<file path="config.mk">
export PLATFORM = sky130hd
export DESIGN_NAME = fetch_frontend_top
export DESIGN_NICKNAME = d
export VERILOG_FILES = /design/src/cpu_pkg.sv /design/src/bus_pkg.sv /design/src/pc_gen.sv /design/src/fetch_port.sv /design/src/instr_decode.sv /design/src/md_latency_timer.sv /design/src/fetch_frontend_top.sv
export SDC_FILE = /design/constraint.sdc
export NUM_CORES = 1
export LEC_CHECK = 0
export CAP_MARGIN = 20
export CORE_ASPECT_RATIO = 1.1
export CORE_MARGIN = 2
export CORE_UTILIZATION = 49
export DETAILED_ROUTE_END_ITERATION = 8
export DONT_BUFFER_PORTS = 1
export GPL_TIMING_DRIVEN = 0
export MAX_ROUTING_LAYER = met4
export REMOVE_ABC_BUFFERS = 1
export SLEW_MARGIN = 20
export SYNTH_ARGS = -nofsm -noshare
export SYNTH_HDL_FRONTEND = slang
export SYNTH_SLANG_ARGS = --single-unit
export TNS_END_PERCENT = 5
</file>
<file path="constraint.sdc">
create_clock -name clk -period 6.58 [get_ports clk]
set_input_delay 1.316 -clock clk [delete_from_list [all_inputs] [get_ports clk]]
set_output_delay 1.316 -clock clk [all_outputs]
set_load 0.05 [all_outputs]
</file>
<file path="src/cpu_pkg.sv">
package cpu_pkg;

    // ========================================================================
    // ISA widths and reset state
    // ========================================================================
    localparam int xlen = 32;
    localparam logic [xlen-1:0] reset_pc = 32'h8000_0000;
    localparam logic [xlen-1:0] pc_step = 32'd4;        // One 32-bit word per instruction

    // Opcodes and function fields
    localparam logic [6:0] op_jal = 7'b110_1111;
    localparam logic [6:0] op_jalr = 7'b110_0111;
    localparam logic [6:0] op_op = 7'b011_0011;
    localparam logic [6:0] funct7_muldiv = 7'b000_0001; // M extension marker
    localparam logic [2:0] funct3_jalr = 3'd0;
    localparam logic [2:0] funct3_mul = 3'd0;
    localparam logic [2:0] funct3_div = 3'd4;

    // Mul/div execution latencies in cycles
    localparam int mul_cycles = 3;
    localparam int div_cycles = 6;
    localparam int md_cnt_w = $clog2(div_cycles);

    // ========================================================================
    // FSM encodings used by pc_gen
    // ========================================================================
    localparam logic [1:0] st_idle = 2'd0;
    localparam logic [1:0] st_en = 2'd1;                // Address accepted, data pending
    localparam logic [1:0] st_fn = 2'd2;                // Word delivered to decode

    localparam logic [1:0] md_idle = 2'd0;
    localparam logic [1:0] md_arth = 2'd1;              // Unit busy
    localparam logic [1:0] md_af = 2'd2;                // Done, read still open
    localparam logic [1:0] md_tend = 2'd3;

    // One instruction word, seen as R-type or I-type
    typedef union packed {
        struct packed {
            logic [6:0] funct7;
            logic [4:0] rs2;
            logic [4:0] rs1;
            logic [2:0] funct3;
            logic [4:0] rd;
            logic [6:0] opcode;
        } r;
        struct packed {
            logic [11:0] imm;
            logic [4:0]  rs1;
            logic [2:0]  funct3;
            logic [4:0]  rd;
            logic [6:0]  opcode;
        } i;
    } instr_word_u;

endpackage

</file>
<file path="src/bus_pkg.sv">
package bus_pkg;

    // ========================================================================
    // Fetch bus widths
    // ========================================================================
    localparam int addr_w = 32;
    localparam int data_w = 32;

    // Response timing bounds of the instruction memory
    localparam int ready_delay_max = 3;     // Cycles ar_ready may stay low
    localparam int r_latency_min = 1;       // r_valid at least this long after ar_hs
    localparam int r_latency_max = 4;

    // Only one read may be open on the bus
    localparam int max_outstanding = 1;

endpackage

</file>
<file path="src/pc_gen.sv">
`timescale 1ns/10ps

module pc_gen
    import cpu_pkg::*;
(
    input  logic            clk,
    input  logic            rst_n,
    input  logic            ar_hs,
    input  logic            r_done,
    input  logic            redirect,
    input  logic            jalr_hold,
    input  logic [xlen-1:0] next_pc,
    input  logic            is_mul,
    input  logic            is_div,
    input  logic            mul_done,
    input  logic            div_done,
    input  logic            hold,
    output logic [xlen-1:0] curr_pc,
    output logic            fetch_req
);

    logic [1:0] fetch_state;
    logic [1:0] fetch_next;
    logic [1:0] md_state;
    logic [1:0] md_next;
    logic       jalr_delay;
    logic       may_fetch;

    // No new fetch while stalled, while mul/div runs or while a jump is open
    assign may_fetch = !hold && (md_state == md_idle) && !is_mul && !is_div &&
                       !redirect && !jalr_hold && !jalr_delay;

    // ========================================================================
    // Fetch phase FSM
    // ========================================================================
    always_comb begin
        case (fetch_state)
            st_idle: fetch_next = ar_hs ? st_en : st_idle;
            st_en:   fetch_next = r_done ? st_fn : st_en;
            st_fn:   fetch_next = st_idle;
            default: fetch_next = st_idle;
        endcase
    end

    always_ff @(posedge clk or negedge rst_n) begin
        if (!rst_n) begin
            fetch_state <= st_idle;
            fetch_req <= 1'b0;
            jalr_delay <= 1'b0;
        end else begin
            fetch_state <= fetch_next;
            fetch_req <= (fetch_state == st_idle) && !ar_hs && may_fetch;
            jalr_delay <= jalr_hold;                // Target load one cycle after the hold
        end
    end

    // ========================================================================
    // Mul/div hold FSM
    // ========================================================================
    always_comb begin
        case (md_state)
            md_idle: md_next = (is_mul || is_div) ? md_arth : md_idle;
            md_arth: begin
                if (mul_done || div_done)
                    md_next = (fetch_state == st_idle) ? md_tend : md_af;
                else
                    md_next = md_arth;
            end
            md_af:   md_next = (fetch_state == st_idle) ? md_tend : md_af;
            md_tend: md_next = md_idle;
            default: md_next = md_idle;
        endcase
    end

    always_ff @(posedge clk or negedge rst_n) begin
        if (!rst_n)
            md_state <= md_idle;
        else
            md_state <= md_next;
    end

    // ========================================================================
    // Program counter
    // ========================================================================
    always_ff @(posedge clk or negedge rst_n) begin
        if (!rst_n) begin
            curr_pc <= reset_pc;
        end else if (md_state == md_tend) begin
            curr_pc <= curr_pc + pc_step;           // Deferred step of the mul/div
        end else if (is_mul || is_div || md_state != md_idle) begin
            curr_pc <= curr_pc;
        end else if (jalr_hold) begin
            curr_pc <= curr_pc;
        end else if (jalr_delay) begin
            curr_pc <= next_pc;
        end else if (redirect) begin
            curr_pc <= next_pc;
        end else if (fetch_state == st_fn) begin
            curr_pc <= curr_pc + pc_step;
        end
    end

    // Decode raises at most one kind of jump per word
    a_one_jump: assert property (@(posedge clk) disable iff (!rst_n)
        !(redirect && jalr_hold));

endmodule

</file>
<file path="src/fetch_port.sv">
`timescale 1ns/10ps

module fetch_port
    import bus_pkg::*;
(
    input  logic              clk,
    input  logic              rst_n,
    input  logic              fetch_req,
    input  logic [addr_w-1:0] curr_pc,
    input  logic              ar_ready,
    input  logic              r_valid,
    input  logic [data_w-1:0] r_data,
    output logic              ar_valid,
    output logic [addr_w-1:0] ar_addr,
    output logic              ar_hs,
    output logic              r_done,
    output logic [data_w-1:0] instr
);

    logic rd_pend;                                  // Address accepted, waiting for data
    logic start;
    logic rd_ret;

    assign ar_hs = ar_valid && ar_ready;
    assign start = fetch_req && !ar_valid && !rd_pend;
    assign rd_ret = rd_pend && r_valid;

    // ========================================================================
    // Address phase and read tracking
    // ========================================================================
    always_ff @(posedge clk or negedge rst_n) begin
        if (!rst_n) begin
            ar_valid <= 1'b0;
            rd_pend <= 1'b0;
            r_done <= 1'b0;
        end else begin
            r_done <= rd_ret;                       // Pulses together with the new word
            if (ar_hs) begin
                ar_valid <= 1'b0;
                rd_pend <= 1'b1;
            end else if (start) begin
                ar_valid <= 1'b1;
            end
            if (rd_ret)
                rd_pend <= 1'b0;
        end
    end

    // Address and data words
    always_ff @(posedge clk) begin
        if (start)
            ar_addr <= curr_pc;
        if (rd_ret)
            instr <= r_data;
    end

    // A stalled request keeps its address on the bus
    a_addr_stable: assert property (@(posedge clk) disable iff (!rst_n)
        (ar_valid && !ar_ready) |=> (ar_valid && $stable(ar_addr)));

    // Data only returns for an accepted address
    a_no_stray_data: assert property (@(posedge clk) disable iff (!rst_n)
        r_valid |-> rd_pend);

endmodule

</file>
<file path="src/instr_decode.sv">
`timescale 1ns/10ps

module instr_decode
    import cpu_pkg::*;
(
    input  logic            clk,
    input  logic            rst_n,
    input  logic            r_done,
    input  logic [xlen-1:0] instr,
    input  logic [xlen-1:0] curr_pc,
    output logic            redirect,
    output logic            jalr_hold,
    output logic [xlen-1:0] next_pc,
    output logic            is_mul,
    output logic            is_div,
    output logic            commit_valid,
    output logic [xlen-1:0] commit_pc,
    output logic [xlen-1:0] commit_instr
);

    instr_word_u     word;
    logic            jal_hit;
    logic            jalr_hit;
    logic            mul_hit;
    logic            div_hit;
    logic            muldiv;
    logic [xlen-1:0] jal_imm;
    logic [xlen-1:0] jalr_imm;
    logic [xlen-1:0] target;

    assign word = instr;

    // ========================================================================
    // Classification
    // ========================================================================
    assign muldiv = (word.r.opcode == op_op) && (word.r.funct7 == funct7_muldiv);
    assign mul_hit = muldiv && (word.r.funct3 == funct3_mul);
    assign div_hit = muldiv && (word.r.funct3 == funct3_div);
    assign jal_hit = (instr[6:0] == op_jal);

    // Only x0 is supported as the jalr base
    assign jalr_hit = (word.i.opcode == op_jalr) && (word.i.funct3 == funct3_jalr) &&
                      (word.i.rs1 == 5'd0);

    // Jump targets
    assign jal_imm = {{(xlen-21){instr[31]}}, instr[31], instr[19:12], instr[20],
                      instr[30:21], 1'b0};
    assign jalr_imm = {{(xlen-12){word.i.imm[11]}}, word.i.imm};

    always_comb begin
        if (jal_hit)
            target = curr_pc + jal_imm;
        else
            target = jalr_imm & ~xlen'(1);          // Base register is zero
    end

    // ========================================================================
    // Commit and control pulses
    // ========================================================================
    always_ff @(posedge clk or negedge rst_n) begin
        if (!rst_n) begin
            commit_valid <= 1'b0;
            redirect <= 1'b0;
            jalr_hold <= 1'b0;
            is_mul <= 1'b0;
            is_div <= 1'b0;
        end else begin
            commit_valid <= r_done;
            redirect <= r_done && jal_hit;
            jalr_hold <= r_done && jalr_hit;
            is_mul <= r_done && mul_hit;
            is_div <= r_done && div_hit;
        end
    end

    // next_pc stays put until the next jump so the delayed jalr load sees it
    always_ff @(posedge clk) begin
        if (r_done) begin
            commit_pc <= curr_pc;
            commit_instr <= instr;
        end
        if (r_done && (jal_hit || jalr_hit))
            next_pc <= target;
    end

endmodule

</file>
<file path="src/md_latency_timer.sv">
`timescale 1ns/10ps

module md_latency_timer
    import cpu_pkg::*;
(
    input  logic clk,
    input  logic rst_n,
    input  logic is_mul,
    input  logic is_div,
    output logic mul_done,
    output logic div_done,
    output logic busy
);

    logic [md_cnt_w-1:0] cnt;       // Remaining cycles after this one
    logic                kind_div;
    logic                last;

    assign last = busy && (cnt == '0);
    assign mul_done = last && !kind_div;
    assign div_done = last && kind_div;

    // ========================================================================
    // Latency counter
    // ========================================================================
    always_ff @(posedge clk or negedge rst_n) begin
        if (!rst_n) begin
            busy <= 1'b0;
            cnt <= '0;
            kind_div <= 1'b0;
        end else if (is_mul || is_div) begin
            busy <= 1'b1;
            kind_div <= is_div;
            if (is_div)
                cnt <= md_cnt_w'(div_cycles - 1);
            else
                cnt <= md_cnt_w'(mul_cycles - 1);
        end else if (busy) begin
            if (last)
                busy <= 1'b0;
            else
                cnt <= cnt - 1'b1;
        end
    end

    // Front end must wait for the unit before starting another op
    a_no_overlap: assert property (@(posedge clk) disable iff (!rst_n)
        (is_mul || is_div) |-> !busy);

    a_mul_latency: assert property (@(posedge clk) disable iff (!rst_n)
        is_mul |-> ##mul_cycles mul_done);

    a_div_latency: assert property (@(posedge clk) disable iff (!rst_n)
        is_div |-> ##div_cycles div_done);

endmodule

</file>
<file path="src/fetch_frontend_top.sv">
`timescale 1ns/10ps

module fetch_frontend_top
    import cpu_pkg::*;
    import bus_pkg::*;
(
    input  logic              clk,
    input  logic              rst_n,
    input  logic              hold,
    input  logic              ar_ready,
    input  logic              r_valid,
    input  logic [data_w-1:0] r_data,
    output logic              ar_valid,
    output logic [addr_w-1:0] ar_addr,
    output logic              commit_valid,
    output logic [xlen-1:0]   commit_pc,
    output logic [xlen-1:0]   commit_instr,
    output logic              md_busy
);

    logic            ar_hs;
    logic            r_done;
    logic            fetch_req;
    logic [xlen-1:0] curr_pc;
    logic [xlen-1:0] instr;
    logic            redirect;
    logic            jalr_hold;
    logic [xlen-1:0] next_pc;
    logic            is_mul;
    logic            is_div;
    logic            mul_done;
    logic            div_done;

    pc_gen u_pc_gen (
        .clk       (clk),
        .rst_n     (rst_n),
        .ar_hs     (ar_hs),
        .r_done    (r_done),
        .redirect  (redirect),
        .jalr_hold (jalr_hold),
        .next_pc   (next_pc),
        .is_mul    (is_mul),
        .is_div    (is_div),
        .mul_done  (mul_done),
        .div_done  (div_done),
        .hold      (hold),
        .curr_pc   (curr_pc),
        .fetch_req (fetch_req)
    );

    fetch_port u_fetch_port (
        .clk       (clk),
        .rst_n     (rst_n),
        .fetch_req (fetch_req),
        .curr_pc   (curr_pc),
        .ar_ready  (ar_ready),
        .r_valid   (r_valid),
        .r_data    (r_data),
        .ar_valid  (ar_valid),
        .ar_addr   (ar_addr),
        .ar_hs     (ar_hs),
        .r_done    (r_done),
        .instr     (instr)
    );

    instr_decode u_instr_decode (
        .clk          (clk),
        .rst_n        (rst_n),
        .r_done       (r_done),
        .instr        (instr),
        .curr_pc      (curr_pc),
        .redirect     (redirect),
        .jalr_hold    (jalr_hold),
        .next_pc      (next_pc),
        .is_mul       (is_mul),
        .is_div       (is_div),
        .commit_valid (commit_valid),
        .commit_pc    (commit_pc),
        .commit_instr (commit_instr)
    );

    md_latency_timer u_md_latency_timer (
        .clk      (clk),
        .rst_n    (rst_n),
        .is_mul   (is_mul),
        .is_div   (is_div),
        .mul_done (mul_done),
        .div_done (div_done),
        .busy     (md_busy)
    );

endmodule

</file>
# Word-level counts from Yosys, hierarchy flattened
# Index checks and enable logic that the tools add are counted.
[totals] out_inout_bits=99 regBits=211 wordCells=114 inputBits=37
[op_classes] reduce_logical=51 muxes=25 eq_ne=13 add_sub_neg=3
[ops] op="32-bit 2-to-1 mux" n=7
[ops] op="32-bit by 3-bit adder with 32-bit output (second input constant)" n=1
[ops] op="32-bit adder" n=1
[ops] op="1-bit logical AND" n=25
[ops] op="7-bit equality test (second input constant)" n=2
[ops] op="3-bit 2-to-1 mux" n=4
[ops] op="1-bit logical NOT" n=10
[ops] op="1-bit 2-to-1 mux" n=10
[ops] op="2-bit case mux with 4 select lines" n=1
[ops] op="2-bit nonzero test" n=4
[ops] op="7-bit by 1-bit equality test with 1-bit output (second input constant)" n=1
[ops] op="7-bit by 6-bit equality test with 1-bit output (second input constant)" n=1
[ops] op="2-bit equality test (second input constant)" n=3
[ops] op="3-bit logical NOT" n=2
[ops] op="5-bit logical NOT" n=1
[ops] op="2-bit by 1-bit equality test with 1-bit output (second input constant)" n=2
[ops] op="2-bit logical NOT" n=2
[ops] op="1-bit logical OR" n=4
[ops] op="2-bit 2-to-1 mux" n=2
[ops] op="2-bit inequality test (second input constant)" n=2
[ops] op="2-bit case mux with 2 select lines" n=1
[ops] op="4-bit nonzero test" n=1
[ops] op="3-bit equality test (second input constant)" n=1
[ops] op="3-bit AND reduction" n=1
[ops] op="other kinds (3)" n=3

# Logic depth before layout (Yosys ltp)
[logic_depth] ltp_word=8 mapped_depth=11 ltp_nobuf=11

# Cells and area by module
# A second synthesis with hierarchy kept.
[hier_totals] hier_cells=742 hier_area_um2=9500.4
[modules_own_cells] module="instr_decode" n_inst=1 seq_area_each_um2=3007.9 area_each_um2=4870.9 cells_each=374
[modules_own_cells] module="pc_gen" n_inst=1 seq_area_each_um2=952.2 area_each_um2=2301.0 cells_each=267
[modules_own_cells] module="fetch_port" n_inst=1 seq_area_each_um2=1996.9 area_each_um2=2045.7 cells_each=74
[modules_own_cells] module="md_latency_timer" n_inst=1 seq_area_each_um2=125.1 area_each_um2=282.8 cells_each=27

# Worst setup path before layout
# Ideal clock, no wire load.
[synth_timing] path_type="reg2reg" startpoint="reg u_fetch_port.ar_valid" endpoint="reg u_fetch_port.ar_addr[0] (enable)" setup_slack_ns=3.025 setup_ns=0.471 arrival_time_ns=3.085 period_less_slack_ns=3.555 stages_incl_launch_ff=2 required_time_ns=6.109 path_buffers=0 cell_sequence="dfrtp_1 nor3b_1"
[synth_via] elab_chain_cells=3
[synth_rtl] item="start, declared" line_no="fetch_port.sv:13" source="output logic ar_valid,"
[synth_rtl] item="start signal, assigned" line_no="fetch_port.sv:33" source="ar_valid <= 1'b0;"
[synth_rtl] item="start signal, assigned" line_no="fetch_port.sv:39" source="ar_valid <= 1'b0;"
[synth_rtl] item="start signal, assigned" line_no="fetch_port.sv:42" source="ar_valid <= 1'b1;"
[synth_rtl] item="1-bit logical NOT" line_no="fetch_port.sv:25" source="assign start = fetch_req && !ar_valid && !rd_pend;"
[synth_rtl] item="1-bit logical AND (2 in series)" line_no="fetch_port.sv:25"
[synth_rtl] item="net u_fetch_port.start" line_no="fetch_port.sv:21" source="logic start;"
[synth_rtl] item="end signal, assigned" line_no="fetch_port.sv:52" source="ar_addr <= curr_pc;"
[synth_rtl] item="end, declared" line_no="fetch_port.sv:14" source="output logic [addr_w-1:0] ar_addr,"
# The timed path passes the listed nets, and every way through them passes these cells.
# A chain may end at the register's enable or synchronous reset.

# Worst setup path after layout
[layout_timing] startpoint="reg u_fetch_port.instr[31]" endpoint="reg u_instr_decode.next_pc[30] (data pin)"
[layout_via] elab_chain_cells=2
[layout_rtl] item="start, declared" line_no="fetch_port.sv:17" source="output logic [data_w-1:0] instr"
[layout_rtl] item="start signal, assigned" line_no="fetch_port.sv:54" source="instr <= r_data;"
[layout_rtl] item="32-bit adder" line_no="instr_decode.sv:52" source="target = curr_pc + jal_imm;"
[layout_rtl] item="32-bit 2-to-1 mux (*)" line_no="instr_decode.sv:51" source="if (jal_hit)"
[layout_rtl] item="net u_instr_decode.target[30]" line_no="instr_decode.sv:29" source="logic [xlen-1:0] target;"
[layout_rtl] item="end signal, assigned" line_no="instr_decode.sv:83" source="next_pc <= target;"
[layout_rtl] item="end, declared" line_no="instr_decode.sv:13" source="output logic [xlen-1:0] next_pc,"
# Mark *: on every way through the listed nets, which the timed path passes. The rest lies on a longest branch.

==> summary.md <==
The latest clock arrival within the worst-skew pair was 0.50 ns. The effective utilization at floorplan was 0.499. The final max-slew violation count is 0. The routed layout has 6,270 vias. The overflow left after global routing was 0. Startpoint type of the worst setup path: a flip-flop. The tools report the final design area excluding fillers as 10,600 sq um. The share of final-layout standard cells stronger than drive strength 1 was 0.0886. The worst setup path is of the reg -> reg kind. The run gives 0.636 as the proportion of synthesized chip area in sequential cells.

The number of buffers added for setup after CTS came out at 0. The placeable core region was 19,100 sq um; the final-report hold violation count was 0. The first global-routing pass estimated 33,300 um of wire.

The run finished with clean final reports. The number of buffers inserted by port buffering was 0. The tools report the clock tree buffer depth as 3. The tool flagged a number of max-cap violations equal to 0.

The netlist uses 72 different library cells. Derived from the worst setup path, the maximum achievable clock frequency is 0.329 GHz. The total global-route track usage is 0.213. VDD sags by at most 0.276 mV. After synthesis the netlist holds a flip-flop and latch count of 210. Hold repair after CTS inserted 0 buffers. The die outline area is 20,600 sq um, and the worst endpoint data arrival time is 3.24 ns. The initialized floorplan defines 53 standard-cell rows.

The cell at the slowest stage of the critical path is edfxtp_1. The HPWL after detailed placement was 14,700 um; the static leakage power was 3.96 nW. The total power divided by cell area was 343 nW/um^2. The type of the tightest min-delay check is reg -> reg. Via count of the first global-routing pass: 6,228. For this run, the detailed router's first-pass iteration total came to 5. In this run, the number of DRC markers left after iteration 0 of detailed routing was 527. The logs give 6.78 ns for the required time reported for the critical path endpoint and 0 for the number of design rule violations left after detail routing. TritonCTS built the clock tree.

Among the stages of the critical path, the cell type that occurs most often is a21oi_1. Setup slack on the critical path of the routed design comes to 3.54 ns. The clock drives 210 sinks. The number of synthesized flops with an enable pin came out at 160. The smallest clock period supported by the final layout is computed as 3.04 ns. The run gives 1 as the H-tree depth. The signal on the critical path passes through ha_1, nand2_1, o21ai_0, o21ba_1, o21ai_1, a21oi_1, a21oi_1, mux2i_1, o311ai_1.

The final count of negative-setup-slack endpoints came out at 0. Setup repair after global routing left no endpoint under its margin. For the pin with the worst max-slew slack, the measured transition is 0.876 ns. The post-route fraction of the period consumed by the critical path works out to 0.461. Entering global routing, the biggest net connects 51 pins.

For this run, the number of Yosys warnings is 0. The area added between synthesis and finish was 11.3%; the average cell area after synthesis was 12.1 sq um. The initial antenna violation count was 1; the async set-reset flop share out of synthesis was 0.238.

Average via count per standard cell: 5.98. Worst slew margin relative to its limit: 0.416. Buffers inserted during clock tree synthesis total 22. The setup slack at placement was 3.51 ns; the chip height was 150 um. The clock arrives with 0.0174 ns of skew.

The tools report the post-cts resize count as 0. The tools report the sort of element at the end of the critical path as a flip-flop. The run gives 0 as the number of nets with antenna violations after detailed routing. The clock root buffer is clkbuf_16.

The final net count is 856, and the largest fanout of any net on the critical path is 17. The aggregate routed wire length is 21,200 um. For the placement-stage cell area, the log shows 9860 sq um. The sum of negative setup slack is 0 ns, and the final total power is 0.00364 W.

The cell count after synthesis came out at 787. For this run, the leading register cell type out of synthesis is edfxtp_1. From left edge to right edge, the die measures 137 um.

After synthesis the cells add up to 9530 sq um. After clock tree synthesis, the clock-pin slew on the worst setup and hold paths is 0.06 ns. The average wire per standard cell was 20.2 um.

Longest individual stage delay on the worst path: 0.70 ns. For the number of primary I/O pins, the log shows 136. Routability-driven placement finished with a final weighted congestion of 0.883.
## cells in the final DEF, fill, tap and decap left out, drive strengths merged, types with 5 or more instances in the layout
master	netlist	layout
a21oi	85	85
nand4	11	11
o22ai	15	15
ha	33	33
inv	13	13
nand2	75	75
o21ai	71	71
clkbuf	19	34
edfxtp	160	160
a31oi	6	6
dfrtp	49	49
nor4b	5	5
a21o	19	19
xnor2	12	12
and2	7	7
nor2	61	61
and3	10	10
nand3	30	30
xor2	16	16
nor3	10	10
nor4	7	7
buf	15	8
## routing by layer
layer  up-vias  global-route usage  wire length, um
met5         -                   -                0
met4         0              0.0567              415
met3        41              0.0478             1320
met2       219               0.352            10600
met1      3054               0.267             8800
li1       2956                   -                -
## path summary, 6_finish.rpt
| kind | start | end | slack, ns | depth (start not counted) |
|---|---|---|---|---|
| max | u_fetch_port.instr[31] | u_instr_decode.next_pc[30] | 3.54 | 9 |
| min | u_instr_decode.jalr_hold | u_pc_gen.jalr_delay | 0.38 | 0 |
| max reg2reg | u_fetch_port.instr[31] | u_instr_decode.next_pc[30] | 3.54 | 9 |
| min reg2reg | u_instr_decode.jalr_hold | u_pc_gen.jalr_delay | 0.38 | 0 |
| max in group asynchronous | rst_n | u_pc_gen.curr_pc[31] | 5.88 | 0 |
| min in group asynchronous | rst_n | u_pc_gen.curr_pc[9] | 0.51 | 0 |
## critical path: cells and delay by family (launching register included)
kind,cells,cell delay (ns)
AO/OA/AOI/OAI,6,1.11
multiplexers,1,0.21
adder cells (fa/ha/maj),1,0.60
AND/OR/NAND/NOR,1,0.10
flip-flops,1,0.70
## registers in the layout (all words and copies together), names as in the netlist, 2 cells and up, named ones only
register and cells:
u_fetch_port.ar_addr 32, u_fetch_port.instr 32, u_instr_decode.commit_instr 32, u_instr_decode.commit_pc 32
u_instr_decode.next_pc 32, u_pc_gen.curr_pc 32, u_md_latency_timer.cnt 3, u_pc_gen.fetch_state 2
## report_power, final
group,internal [W],switching (W),leakage (nW),total [W]
sequential,0.00162,0.000418,2.16,0.00204
clock,0.000777,0.000492,0.366,0.00127
combinational,0.000114,0.000211,1.44,0.000325
total,0.00251,0.00112,3.96,0.00364
## cell families after synthesis
logic type / after synthesis / share of synthesized area
muxes: 7 / 0.00775
and+or+nand+nor: 236 / 0.122
buffers and inverters: 47 / 0.0215
AOI/OAI and AO/OA: 225 / 0.142
adders and majority gates: 34 / 0.0454
xor gates and xnor gates: 28 / 0.0257
DFF: 210 / 0.636
## metrics by stage
| step | instances | hold WS, ns | util |
|---|---|---|---|
| after floorplan | 753 | 0.346 | - |
| after global placement | 1000 | 0.357 | 0.507 |
| after detailed placement | 1008 | 0.365 | 0.516 |
| after CTS | 1048 | 0.378 | 0.555 |
| after global routing | 1049 | 0.404 | 0.556 |
| final | 1049 | 0.379 | 0.556 |
## cells in the mapped netlist (7+ instances only)
| library cell | count | area, sq um |
|---|---|---|
| a21o_1 | 19 | 143 |
| a21oi_1 | 83 | 415 |
| and3_1 | 10 | 62.6 |
| buf_2 | 11 | 55.1 |
| clkbuf_1 | 19 | 71.3 |
| dfrtp_1 | 49 | 1230 |
| edfxtp_1 | 160 | 4800 |
| ha_1 | 33 | 413 |
| inv_1 | 13 | 48.8 |
| nand2_1 | 75 | 282 |
| nand3_1 | 27 | 135 |
| nand4_1 | 10 | 62.6 |
| nor2_1 | 61 | 229 |
| nor3_1 | 8 | 40.0 |
| nor4_1 | 7 | 43.8 |
| o21ai_0 | 51 | 255 |
| o21ai_1 | 19 | 95.1 |
| o22ai_1 | 15 | 93.8 |
| xnor2_1 | 12 | 105 |
| xor2_1 | 16 | 140 |
## area by class of cell
cell class,instances,area [sq um]
clock inverter,6,82.6
timing repair buffer,8,128
clock buffer,34,668
antenna,1,2.50
sequential,210,6060
tap,247,309
multi-input combinational,530,3310
inverter,13,48.8
fill,1622,8490
Note: power is estimated with default switching activity, not from simulation.
